[src/common/rob_pkg.sv]
package rob_pkg;

  // General register file
  localparam int GPR_COUNT = 16;
  localparam int GPR_IDX_WIDTH = 4;
  localparam int GPR_WIDTH = 32;

  // Flag word holds negative, zero, carry and overflow
  localparam int NZCV_WIDTH = 4;

  // Reorder buffer
  localparam int ROB_DEPTH = 8;
  localparam int ROB_TAG_WIDTH = 3;

endpackage

[src/design/arch_regfile.sv]
`timescale 1ns/1ns

module arch_regfile
  import rob_pkg::*;
(
  input  logic                     in_clk,
  input  logic                     in_rst_n,
  input  logic [GPR_IDX_WIDTH-1:0] rf_a_idx,
  input  logic [GPR_IDX_WIDTH-1:0] rf_b_idx,
  output logic [GPR_WIDTH-1:0]     rf_a_value,
  output logic [GPR_WIDTH-1:0]     rf_b_value,
  output logic [NZCV_WIDTH-1:0]    rf_nzcv,
  input  logic                     commit_valid,
  input  logic                     commit_writes_gpr,
  input  logic [GPR_IDX_WIDTH-1:0] commit_dst,
  input  logic [GPR_WIDTH-1:0]     commit_value,
  input  logic                     commit_set_nzcv,
  input  logic [NZCV_WIDTH-1:0]    commit_nzcv
);

  logic [GPR_WIDTH-1:0]  regs [GPR_COUNT];
  logic [NZCV_WIDTH-1:0] nzcv_q;

  logic wr_gpr;
  logic wr_nzcv;

  assign wr_gpr  = commit_valid && commit_writes_gpr;
  assign wr_nzcv = commit_valid && commit_set_nzcv;

  // Reads see a commit landing this cycle
  assign rf_a_value = (wr_gpr && (commit_dst == rf_a_idx)) ? commit_value : regs[rf_a_idx];
  assign rf_b_value = (wr_gpr && (commit_dst == rf_b_idx)) ? commit_value : regs[rf_b_idx];
  assign rf_nzcv    = wr_nzcv ? commit_nzcv : nzcv_q;

  always_ff @(posedge in_clk or negedge in_rst_n) begin
    if (!in_rst_n) begin
      for (int i = 0; i < GPR_COUNT; i++) begin
        regs[i] <= '0;
      end
      nzcv_q <= '0;
    end else begin
      if (wr_gpr) begin
        regs[commit_dst] <= commit_value;
      end
      if (wr_nzcv) begin
        nzcv_q <= commit_nzcv;
      end
    end
  end

  // Retired entries must have been fully written by their completion
  a_commit_known: assert property (
    @(posedge in_clk) disable iff (!in_rst_n)
    commit_valid |-> !$isunknown({commit_writes_gpr, commit_dst, commit_value,
                                  commit_set_nzcv, commit_nzcv})
  ) else $error("Commit with unknown fields");

endmodule

[src/design/dispatch_rename.sv]
`timescale 1ns/1ns

module dispatch_rename
  import rob_pkg::*;
(
  input  logic                     in_clk,
  input  logic                     in_rst_n,
  input  logic                     disp_valid,
  input  logic [GPR_IDX_WIDTH-1:0] disp_dst,
  input  logic                     disp_writes_gpr,
  input  logic                     disp_set_nzcv,
  input  logic [GPR_IDX_WIDTH-1:0] disp_src1,
  input  logic [GPR_IDX_WIDTH-1:0] disp_src2,
  input  logic                     disp_reads_nzcv,
  output logic                     alloc_valid,
  output logic [GPR_IDX_WIDTH-1:0] alloc_dst,
  output logic                     alloc_writes_gpr,
  output logic                     alloc_set_nzcv,
  input  logic [ROB_TAG_WIDTH-1:0] alloc_tag,
  output logic [ROB_TAG_WIDTH-1:0] look_a_tag,
  output logic [ROB_TAG_WIDTH-1:0] look_b_tag,
  output logic [ROB_TAG_WIDTH-1:0] look_f_tag,
  input  logic                     look_a_done,
  input  logic [GPR_WIDTH-1:0]     look_a_value,
  input  logic                     look_b_done,
  input  logic [GPR_WIDTH-1:0]     look_b_value,
  input  logic                     look_f_done,
  input  logic [NZCV_WIDTH-1:0]    look_f_nzcv,
  output logic [GPR_IDX_WIDTH-1:0] rf_a_idx,
  output logic [GPR_IDX_WIDTH-1:0] rf_b_idx,
  input  logic [GPR_WIDTH-1:0]     rf_a_value,
  input  logic [GPR_WIDTH-1:0]     rf_b_value,
  input  logic [NZCV_WIDTH-1:0]    rf_nzcv,
  input  logic                     commit_valid,
  input  logic [ROB_TAG_WIDTH-1:0] commit_tag,
  input  logic [GPR_IDX_WIDTH-1:0] commit_dst,
  input  logic                     commit_writes_gpr,
  input  logic                     commit_set_nzcv,
  output logic                     issue_valid,
  output logic [ROB_TAG_WIDTH-1:0] issue_tag,
  output logic                     issue_a_ready,
  output logic [GPR_WIDTH-1:0]     issue_a_value,
  output logic [ROB_TAG_WIDTH-1:0] issue_a_tag,
  output logic                     issue_b_ready,
  output logic [GPR_WIDTH-1:0]     issue_b_value,
  output logic [ROB_TAG_WIDTH-1:0] issue_b_tag,
  output logic                     issue_f_ready,
  output logic [NZCV_WIDTH-1:0]    issue_f_value,
  output logic [ROB_TAG_WIDTH-1:0] issue_f_tag
);

  // Rename table with one entry per register and one for the flags
  logic [GPR_COUNT-1:0]     pend_gpr;
  logic [ROB_TAG_WIDTH-1:0] tag_gpr [GPR_COUNT];
  logic                     pend_f;
  logic [ROB_TAG_WIDTH-1:0] tag_f;

  logic pend_a;
  logic pend_b;
  logic clear_gpr;
  logic clear_f;

  // Every dispatch takes the next buffer entry
  assign alloc_valid      = disp_valid;
  assign alloc_dst        = disp_dst;
  assign alloc_writes_gpr = disp_writes_gpr;
  assign alloc_set_nzcv   = disp_set_nzcv;

  assign rf_a_idx   = disp_src1;
  assign rf_b_idx   = disp_src2;
  assign look_a_tag = tag_gpr[disp_src1];
  assign look_b_tag = tag_gpr[disp_src2];
  assign look_f_tag = tag_f;

  assign pend_a = pend_gpr[disp_src1];
  assign pend_b = pend_gpr[disp_src2];

  // Commit only frees a mapping that still names the retiring entry
  assign clear_gpr = commit_valid && commit_writes_gpr && pend_gpr[commit_dst] &&
                     (tag_gpr[commit_dst] == commit_tag);
  assign clear_f   = commit_valid && commit_set_nzcv && pend_f && (tag_f == commit_tag);

  always_ff @(posedge in_clk or negedge in_rst_n) begin
    if (!in_rst_n) begin
      pend_gpr    <= '0;
      pend_f      <= 1'b0;
      issue_valid <= 1'b0;
    end else begin
      issue_valid <= disp_valid;
      if (clear_gpr) begin
        pend_gpr[commit_dst] <= 1'b0;
      end
      if (clear_f) begin
        pend_f <= 1'b0;
      end
      // A new mapping wins over the clear above
      if (disp_valid && disp_writes_gpr) begin
        pend_gpr[disp_dst] <= 1'b1;
      end
      if (disp_valid && disp_set_nzcv) begin
        pend_f <= 1'b1;
      end
    end
  end

  always_ff @(posedge in_clk) begin
    if (disp_valid) begin
      if (disp_writes_gpr) begin
        tag_gpr[disp_dst] <= alloc_tag;
      end
      if (disp_set_nzcv) begin
        tag_f <= alloc_tag;
      end
      issue_tag     <= alloc_tag;
      // Register file, finished buffer entry, or wait on the producer
      issue_a_ready <= !pend_a || look_a_done;
      issue_a_value <= pend_a ? look_a_value : rf_a_value;
      issue_a_tag   <= look_a_tag;
      issue_b_ready <= !pend_b || look_b_done;
      issue_b_value <= pend_b ? look_b_value : rf_b_value;
      issue_b_tag   <= look_b_tag;
      if (!disp_reads_nzcv) begin
        issue_f_ready <= 1'b1;
        issue_f_value <= '0;
        issue_f_tag   <= '0;
      end else begin
        issue_f_ready <= !pend_f || look_f_done;
        issue_f_value <= pend_f ? look_f_nzcv : rf_nzcv;
        issue_f_tag   <= look_f_tag;
      end
    end
  end

endmodule

[src/design/rob_core_top.sv]
`timescale 1ns/1ns

module rob_core_top
  import rob_pkg::*;
(
  input  logic                     in_clk,
  input  logic                     in_rst_n,
  input  logic                     disp_valid,
  input  logic [GPR_IDX_WIDTH-1:0] disp_dst,
  input  logic                     disp_writes_gpr,
  input  logic                     disp_set_nzcv,
  input  logic [GPR_IDX_WIDTH-1:0] disp_src1,
  input  logic [GPR_IDX_WIDTH-1:0] disp_src2,
  input  logic                     disp_reads_nzcv,
  input  logic                     fu_done,
  input  logic [ROB_TAG_WIDTH-1:0] fu_tag,
  input  logic [GPR_WIDTH-1:0]     fu_value,
  input  logic [NZCV_WIDTH-1:0]    fu_nzcv,
  output logic                     issue_valid,
  output logic [ROB_TAG_WIDTH-1:0] issue_tag,
  output logic                     issue_a_ready,
  output logic [GPR_WIDTH-1:0]     issue_a_value,
  output logic [ROB_TAG_WIDTH-1:0] issue_a_tag,
  output logic                     issue_b_ready,
  output logic [GPR_WIDTH-1:0]     issue_b_value,
  output logic [ROB_TAG_WIDTH-1:0] issue_b_tag,
  output logic                     issue_f_ready,
  output logic [NZCV_WIDTH-1:0]    issue_f_value,
  output logic [ROB_TAG_WIDTH-1:0] issue_f_tag,
  output logic                     bcast_valid,
  output logic [ROB_TAG_WIDTH-1:0] bcast_tag,
  output logic [GPR_WIDTH-1:0]     bcast_value,
  output logic                     bcast_set_nzcv,
  output logic [NZCV_WIDTH-1:0]    bcast_nzcv,
  output logic                     commit_valid,
  output logic [ROB_TAG_WIDTH-1:0] commit_tag,
  output logic                     commit_writes_gpr,
  output logic [GPR_IDX_WIDTH-1:0] commit_dst,
  output logic [GPR_WIDTH-1:0]     commit_value,
  output logic                     commit_set_nzcv,
  output logic [NZCV_WIDTH-1:0]    commit_nzcv,
  output logic                     rob_full
);

  // Dispatch to buffer allocation
  logic                     alloc_valid;
  logic [GPR_IDX_WIDTH-1:0] alloc_dst;
  logic                     alloc_writes_gpr;
  logic                     alloc_set_nzcv;
  logic [ROB_TAG_WIDTH-1:0] alloc_tag;

  // Operand lookup into the buffer
  logic [ROB_TAG_WIDTH-1:0] look_a_tag;
  logic [ROB_TAG_WIDTH-1:0] look_b_tag;
  logic [ROB_TAG_WIDTH-1:0] look_f_tag;
  logic                     look_a_done;
  logic [GPR_WIDTH-1:0]     look_a_value;
  logic                     look_b_done;
  logic [GPR_WIDTH-1:0]     look_b_value;
  logic                     look_f_done;
  logic [NZCV_WIDTH-1:0]    look_f_nzcv;

  // Committed register reads
  logic [GPR_IDX_WIDTH-1:0] rf_a_idx;
  logic [GPR_IDX_WIDTH-1:0] rf_b_idx;
  logic [GPR_WIDTH-1:0]     rf_a_value;
  logic [GPR_WIDTH-1:0]     rf_b_value;
  logic [NZCV_WIDTH-1:0]    rf_nzcv;

  // Rename, reorder buffer and committed register state
  dispatch_rename u_dispatch_rename (.*);

  rob_buffer u_rob_buffer (.*);

  arch_regfile u_arch_regfile (.*);

endmodule

[src/rob/rob_buffer.sv]
`timescale 1ns/1ns

module rob_buffer
  import rob_pkg::*;
(
  input  logic                     in_clk,
  input  logic                     in_rst_n,
  input  logic                     alloc_valid,
  input  logic [GPR_IDX_WIDTH-1:0] alloc_dst,
  input  logic                     alloc_writes_gpr,
  input  logic                     alloc_set_nzcv,
  output logic [ROB_TAG_WIDTH-1:0] alloc_tag,
  input  logic                     fu_done,
  input  logic [ROB_TAG_WIDTH-1:0] fu_tag,
  input  logic [GPR_WIDTH-1:0]     fu_value,
  input  logic [NZCV_WIDTH-1:0]    fu_nzcv,
  input  logic [ROB_TAG_WIDTH-1:0] look_a_tag,
  input  logic [ROB_TAG_WIDTH-1:0] look_b_tag,
  input  logic [ROB_TAG_WIDTH-1:0] look_f_tag,
  output logic                     look_a_done,
  output logic [GPR_WIDTH-1:0]     look_a_value,
  output logic                     look_b_done,
  output logic [GPR_WIDTH-1:0]     look_b_value,
  output logic                     look_f_done,
  output logic [NZCV_WIDTH-1:0]    look_f_nzcv,
  output logic                     bcast_valid,
  output logic [ROB_TAG_WIDTH-1:0] bcast_tag,
  output logic [GPR_WIDTH-1:0]     bcast_value,
  output logic                     bcast_set_nzcv,
  output logic [NZCV_WIDTH-1:0]    bcast_nzcv,
  output logic                     commit_valid,
  output logic [ROB_TAG_WIDTH-1:0] commit_tag,
  output logic                     commit_writes_gpr,
  output logic [GPR_IDX_WIDTH-1:0] commit_dst,
  output logic [GPR_WIDTH-1:0]     commit_value,
  output logic                     commit_set_nzcv,
  output logic [NZCV_WIDTH-1:0]    commit_nzcv,
  output logic                     rob_full
);

  logic [ROB_TAG_WIDTH-1:0] head;
  logic [ROB_TAG_WIDTH-1:0] tail;
  logic [ROB_TAG_WIDTH:0]   count;

  // Entry fields
  logic [ROB_DEPTH-1:0]     ent_done;
  logic [GPR_WIDTH-1:0]     ent_value      [ROB_DEPTH];
  logic [NZCV_WIDTH-1:0]    ent_nzcv       [ROB_DEPTH];
  logic [GPR_IDX_WIDTH-1:0] ent_dst        [ROB_DEPTH];
  logic                     ent_writes_gpr [ROB_DEPTH];
  logic                     ent_set_nzcv   [ROB_DEPTH];

  logic                     hit_a;
  logic                     hit_b;
  logic                     hit_f;
  logic [ROB_TAG_WIDTH-1:0] fu_offset;

  assign alloc_tag = tail;
  assign rob_full  = (count == ROB_DEPTH);

  // Lookups see a completion arriving this cycle
  assign hit_a = fu_done && (fu_tag == look_a_tag);
  assign hit_b = fu_done && (fu_tag == look_b_tag);
  assign hit_f = fu_done && (fu_tag == look_f_tag);

  assign look_a_done  = hit_a || ent_done[look_a_tag];
  assign look_a_value = hit_a ? fu_value : ent_value[look_a_tag];
  assign look_b_done  = hit_b || ent_done[look_b_tag];
  assign look_b_value = hit_b ? fu_value : ent_value[look_b_tag];
  assign look_f_done  = hit_f || ent_done[look_f_tag];
  assign look_f_nzcv  = hit_f ? fu_nzcv : ent_nzcv[look_f_tag];

  // Broadcast reads the entry written at the completion edge
  assign bcast_value    = ent_value[bcast_tag];
  assign bcast_set_nzcv = ent_set_nzcv[bcast_tag];
  assign bcast_nzcv     = ent_nzcv[bcast_tag];

  // Head retires as soon as it is done
  assign commit_valid      = (count != '0) && ent_done[head];
  assign commit_tag        = head;
  assign commit_writes_gpr = ent_writes_gpr[head];
  assign commit_dst        = ent_dst[head];
  assign commit_value      = ent_value[head];
  assign commit_set_nzcv   = ent_set_nzcv[head];
  assign commit_nzcv       = ent_nzcv[head];

  always_ff @(posedge in_clk or negedge in_rst_n) begin
    if (!in_rst_n) begin
      head        <= '0;
      tail        <= '0;
      count       <= '0;
      ent_done    <= '0;
      bcast_valid <= 1'b0;
    end else begin
      if (alloc_valid) begin
        ent_done[tail] <= 1'b0;
        tail           <= tail + 1'b1;
      end
      if (fu_done) begin
        ent_done[fu_tag] <= 1'b1;
      end
      if (commit_valid) begin
        head <= head + 1'b1;
      end
      count <= count + {{ROB_TAG_WIDTH{1'b0}}, alloc_valid}
                     - {{ROB_TAG_WIDTH{1'b0}}, commit_valid};
      bcast_valid <= fu_done;
    end
  end

  always_ff @(posedge in_clk) begin
    if (alloc_valid) begin
      ent_dst[tail]        <= alloc_dst;
      ent_writes_gpr[tail] <= alloc_writes_gpr;
      ent_set_nzcv[tail]   <= alloc_set_nzcv;
      ent_nzcv[tail]       <= '0;
    end
    if (fu_done) begin
      ent_value[fu_tag] <= fu_value;
      // Flags only kept for flag-setting instructions
      if (ent_set_nzcv[fu_tag]) begin
        ent_nzcv[fu_tag] <= fu_nzcv;
      end
    end
    bcast_tag <= fu_tag;
  end

  // An entry is in flight when its distance from head is below count
  assign fu_offset = fu_tag - head;

  a_no_alloc_when_full: assert property (
    @(posedge in_clk) disable iff (!in_rst_n) alloc_valid |-> !rob_full
  ) else $error("Allocation while the reorder buffer is full");

  a_completion_in_flight: assert property (
    @(posedge in_clk) disable iff (!in_rst_n)
    fu_done |-> ({1'b0, fu_offset} < count) && !ent_done[fu_tag]
  ) else $error("Completion to tag %0d which is not pending", fu_tag);

  a_count_bounded: assert property (
    @(posedge in_clk) disable iff (!in_rst_n) count <= ROB_DEPTH
  ) else $error("Entry count %0d above depth", count);

endmodule

[config.mk]
export PLATFORM = sky130hd
export DESIGN_NAME = rob_core_top
export DESIGN_NICKNAME = d
export VERILOG_FILES = /design/src/common/rob_pkg.sv /design/src/design/arch_regfile.sv /design/src/design/dispatch_rename.sv /design/src/design/rob_core_top.sv /design/src/rob/rob_buffer.sv
export SDC_FILE = /design/constraint.sdc
export NUM_CORES = 2
export LEC_CHECK = 0
export BUFFER_PORTS_ARGS = -buffer_cell sky130_fd_sc_hd__buf_2
export CORE_UTILIZATION = 35
export CTS_BUF_LIST = sky130_fd_sc_hd__clkbuf_8
export CTS_CLUSTER_DIAMETER = 150
export DETAILED_ROUTE_END_ITERATION = 7
export SLEW_MARGIN = 15
export SYNTH_ARGS = -nofsm -noshare
export SYNTH_HDL_FRONTEND = slang
export SYNTH_SLANG_ARGS = --single-unit
[constraint.sdc]
create_clock -name in_clk -period 3.69 [get_ports in_clk]
set_input_delay 0.1845 -clock in_clk [delete_from_list [all_inputs] [get_ports in_clk]]
set_output_delay 0.1845 -clock in_clk [all_outputs]
set_load 0.01 [all_outputs]
==> results.sh <==
export IMPL_outcome="finished, final reports clean"
export IMPL_skew_ns=0.0469
export IMPL_htree_levels=4
export IMPL_drtIter0Drc=4134
export IMPL_final_common_cell="mux4_2"
export IMPL_cts_root_buffer="clkbuf_8"
export IMPL_setup_tns_ns=0
export IMPL_dieHeight_um=398
export IMPL_yosysWarnings=0
export IMPL_gp_congestion=0.889
export IMPL_ant_nets=0
export IMPL_grt_pass1_wl_um=261000
export IMPL_finalNetCount=4251
export IMPL_arrival_ns=3.39
export IMPL_clk_latency_ns=0.90
export IMPL_cts_tree="built"
export IMPL_antenna_found_initial=6
export IMPL_synthTopCellsByArea="mux4_2 27%, edfxtp_1 26%, dfrtp_1 25%, nor2_1 3.2%, a21oi_1 2.4%"
export IMPL_synth_avg_cell_area_um2=14.0
export IMPL_via_count=37400
export IMPL_grt_overflow=0
export IMPL_hold_class="in2reg"
export IMPL_maxClockFrequency_ghz=0.279
export IMPL_dpl_hpwl_um=110000
export IMPL_grt_total_usage_pct=22.3
export IMPL_drv_slew=0
export IMPL_fin_crit_sh_pct=97.0
export IMPL_clock_path_buffers=3
export IMPL_die_area_um2=159000
export IMPL_ys_ff_latch=1029
export IMPL_critPathMaxFanout=18
export IMPL_critPathLaunchType="flop"
export IMPL_synth_area_um2=55000
export IMPL_p_leak_nw=24.2
export IMPL_worstHoldStart="fu_done"
export IMPL_areaGrowthSynthToFinish_pct=15.3
export IMPL_power_density_nw_per_um2=805
export IMPL_end_kind="primary output"
export IMPL_regToRegStartpoint="u_rob_buffer.commit_tag[0]$_DFFE_PN0P_"
export IMPL_drc=0
export IMPL_io_pin_count=230
export IMPL_maxSlewHeadroom_pct=14.0
export IMPL_yosysTopAreaCell="mux4_2"
export IMPL_max_stage_delay_ns=0.55
export IMPL_core_um2=156000
export IMPL_rsz0062_at_grt="false"
export IMPL_cp_common_cell="buf_6"
export IMPL_crit_family="buffers and inverters"
export IMPL_wl_per_cell_um=27.7
export IMPL_start_util_pct=35.2
export IMPL_synthFlopType="dfrtp_1"
export IMPL_routed_via_density=5.87
export IMPL_final_cell_mix="654 x mux4_2, 550 x dfrtp_1, 470 x edfxtp_1, 449 x nor2_1, 327 x nand2_1"
export IMPL_grt_max_degree=116
export IMPL_finalSetupViolCount=0
export IMPL_layout_drive_gt1_share_pct=34.1
export IMPL_fin_crit_ns=3.58
export IMPL_ir_drop_v=0.000425
export IMPL_drt_total_wl_um=176000
export IMPL_async_reset_ff_share_pct=53.7
export IMPL_syn_inst=3923
export IMPL_firstDrtPassIters=5
export IMPL_crit_type="reg2out"
export IMPL_syn_nets=3990
export IMPL_cts_clk_slew_worst_paths_ns=0.07
export IMPL_die_w_um=398
export IMPL_synth_cell_type_count=56
export IMPL_timing_hold_ws_ns=0.138
export IMPL_synth_edff_count=470
export IMPL_hold_violations=0
export IMPL_cts_buffers=167
export IMPL_cts_sinks=1029
export IMPL_worst_slew_pin_slew_ns=1.28
export IMPL_rows=145
export IMPL_crit_path_start="u_rob_buffer.commit_tag[0]$_DFFE_PN0P_"
export IMPL_crit_buf_inv=5
export IMPL_ys_seq_area_share_pct=51.0
export IMPL_cap_violations=0
export IMPL_cp_slowest_cell="mux4_2"
export IMPL_grt_pass1_vias=37700
export IMPL_critPathRequiredTime_ns=3.51
export IMPL_cp_cell_sequence="buf_6 > bufbuf_16 > mux4_2 > mux2i_2 > buf_6 > inv_1 > buf_2"
export IMPL_synth_top_cell_area_share_pct=27.0
export IMPL_port_buffers=229
## worst reg2reg max path, delay by kind of cell, from the launching register on
| kind | cells | cell delay (ns) |
|---|---|---|
| mux | 2 | 0.92 |
| compound gates | 2 | 0.70 |
| buf+inv | 3 | 0.67 |
| simple gates | 2 | 0.47 |
| flops | 1 | 0.42 |
| xor+xnor | 1 | 0.08 |
## registers in the layout, indices dropped and copies added, names as in the netlist, 8 cells and up, named ones only
name,cells
u_arch_regfile.regs,512
u_dispatch_rename.issue_a_value,32
u_rob_buffer.ent_value,256
u_dispatch_rename.pend_gpr,16
u_rob_buffer.ent_dst,32
u_rob_buffer.ent_nzcv,32
u_dispatch_rename.issue_b_value,32
u_dispatch_rename.tag_gpr,48
u_rob_buffer.ent_done,8
u_rob_buffer.ent_writes_gpr,8
u_rob_buffer.ent_set_nzcv,8
## through the flow
stage / setup WS [ns] / power [mW] / util (%) / area, um2 / cells
after detailed placement: 0.172 / 40.5 / 38.0 / 59300 / 6019
final: 0.111 / 51.1 / 40.6 / 63400 / 6379
after floorplan: 0.0153 / 31.9 / - / 55000 / 3923
after CTS: 0.0457 / 51.2 / 40.6 / 63400 / 6374
after global placement: 0.210 / 40.1 / 38.0 / 59300 / 6019
after global routing: 0.00340 / 53.8 / 40.6 / 63400 / 6375
## synthesized netlist by cell type, types with 6 or more instances
cell,instances
nand3_1,17
nor3_1,20
xnor2_1,24
o21ai_1,9
dfrtp_1,553
mux4_2,660
a32oi_1,7
and3_1,15
inv_1,55
a211oi_1,67
mux2_2,53
and2_1,8
edfxtp_1,470
buf_4,12
a221oi_2,58
a21o_1,11
ha_1,8
dfxtp_1,6
nand4_1,11
buf_6,12
buf_1,58
nor2_1,463
mux2i_1,123
a21oi_1,262
a21boi_0,6
a31oi_1,13
a221oi_1,6
o21ai_0,253
nand2b_1,10
clkbuf_1,208
nand2_1,335
buf_2,65
## final cells by class
type | instances | area, um2
inverter | 58 | 218
fill | 14400 | 92600
multi-input combinational | 2481 | 25500
clock inverter | 104 | 662
tap | 2058 | 2570
clock buffer | 197 | 2710
antenna | 5 | 12.5
sequential | 1029 | 28100
timing repair buffer | 447 | 3630
## power by group
part / switching [mW] / internal [mW]
Clock: 4.79 / 5.41
Sequential: 2.89 / 16.0
Combinational: 12.3 / 9.71
## cells by family after synthesis
logic type               Yosys count  synth area share, %
AND/OR/NAND/NOR                  895                 6.52
adder cells (fa/ha/maj)            9                0.218
AO/OA/AOI/OAI                    712                 8.16
multiplexers                     838                 30.4
flip-flops                      1029                 51.0
XOR/XNOR                          27                0.430
buffers and inverters            413                 3.21
## worst paths after layout
path	endpoint	slack [ns]	cells past startpoint
worst max-delay path	commit_value[1]	0.11	7
worst min-delay path	u_rob_buffer.bcast_valid$_DFF_PN0_	0.14	2
worst max register to register	u_dispatch_rename.issue_a_value[29]$_DFFE_PP_	0.17	10
worst min register to register	u_arch_regfile.regs[276]$_DFFE_PN0P_	0.50	2
max in group asynchronous	u_arch_regfile.regs[75]$_DFFE_PN0P_	2.46	4
min in group asynchronous	u_arch_regfile.regs[56]$_DFFE_PN0P_	0.55	4
## per-layer routing
metal  wire length (um)  global-route usage (%)  vias to the layer above
met5                 13                       0                        -
met3              15600                    4.90                      295
met4               5080                    7.57                        2
li1                   -                       -                    15800
met2              83400                    34.9                     1813
met1              72300                    30.7                    19500
## repair_timing
action	4_1_cts	5_1_grt
hold buffers	51	0
setup endpoints to repair	32	0
endpoints found under the hold margin	1054	0
setup buffers	1	0
gates resized for setup	19	0
Power figures use the tool's default switching activity.
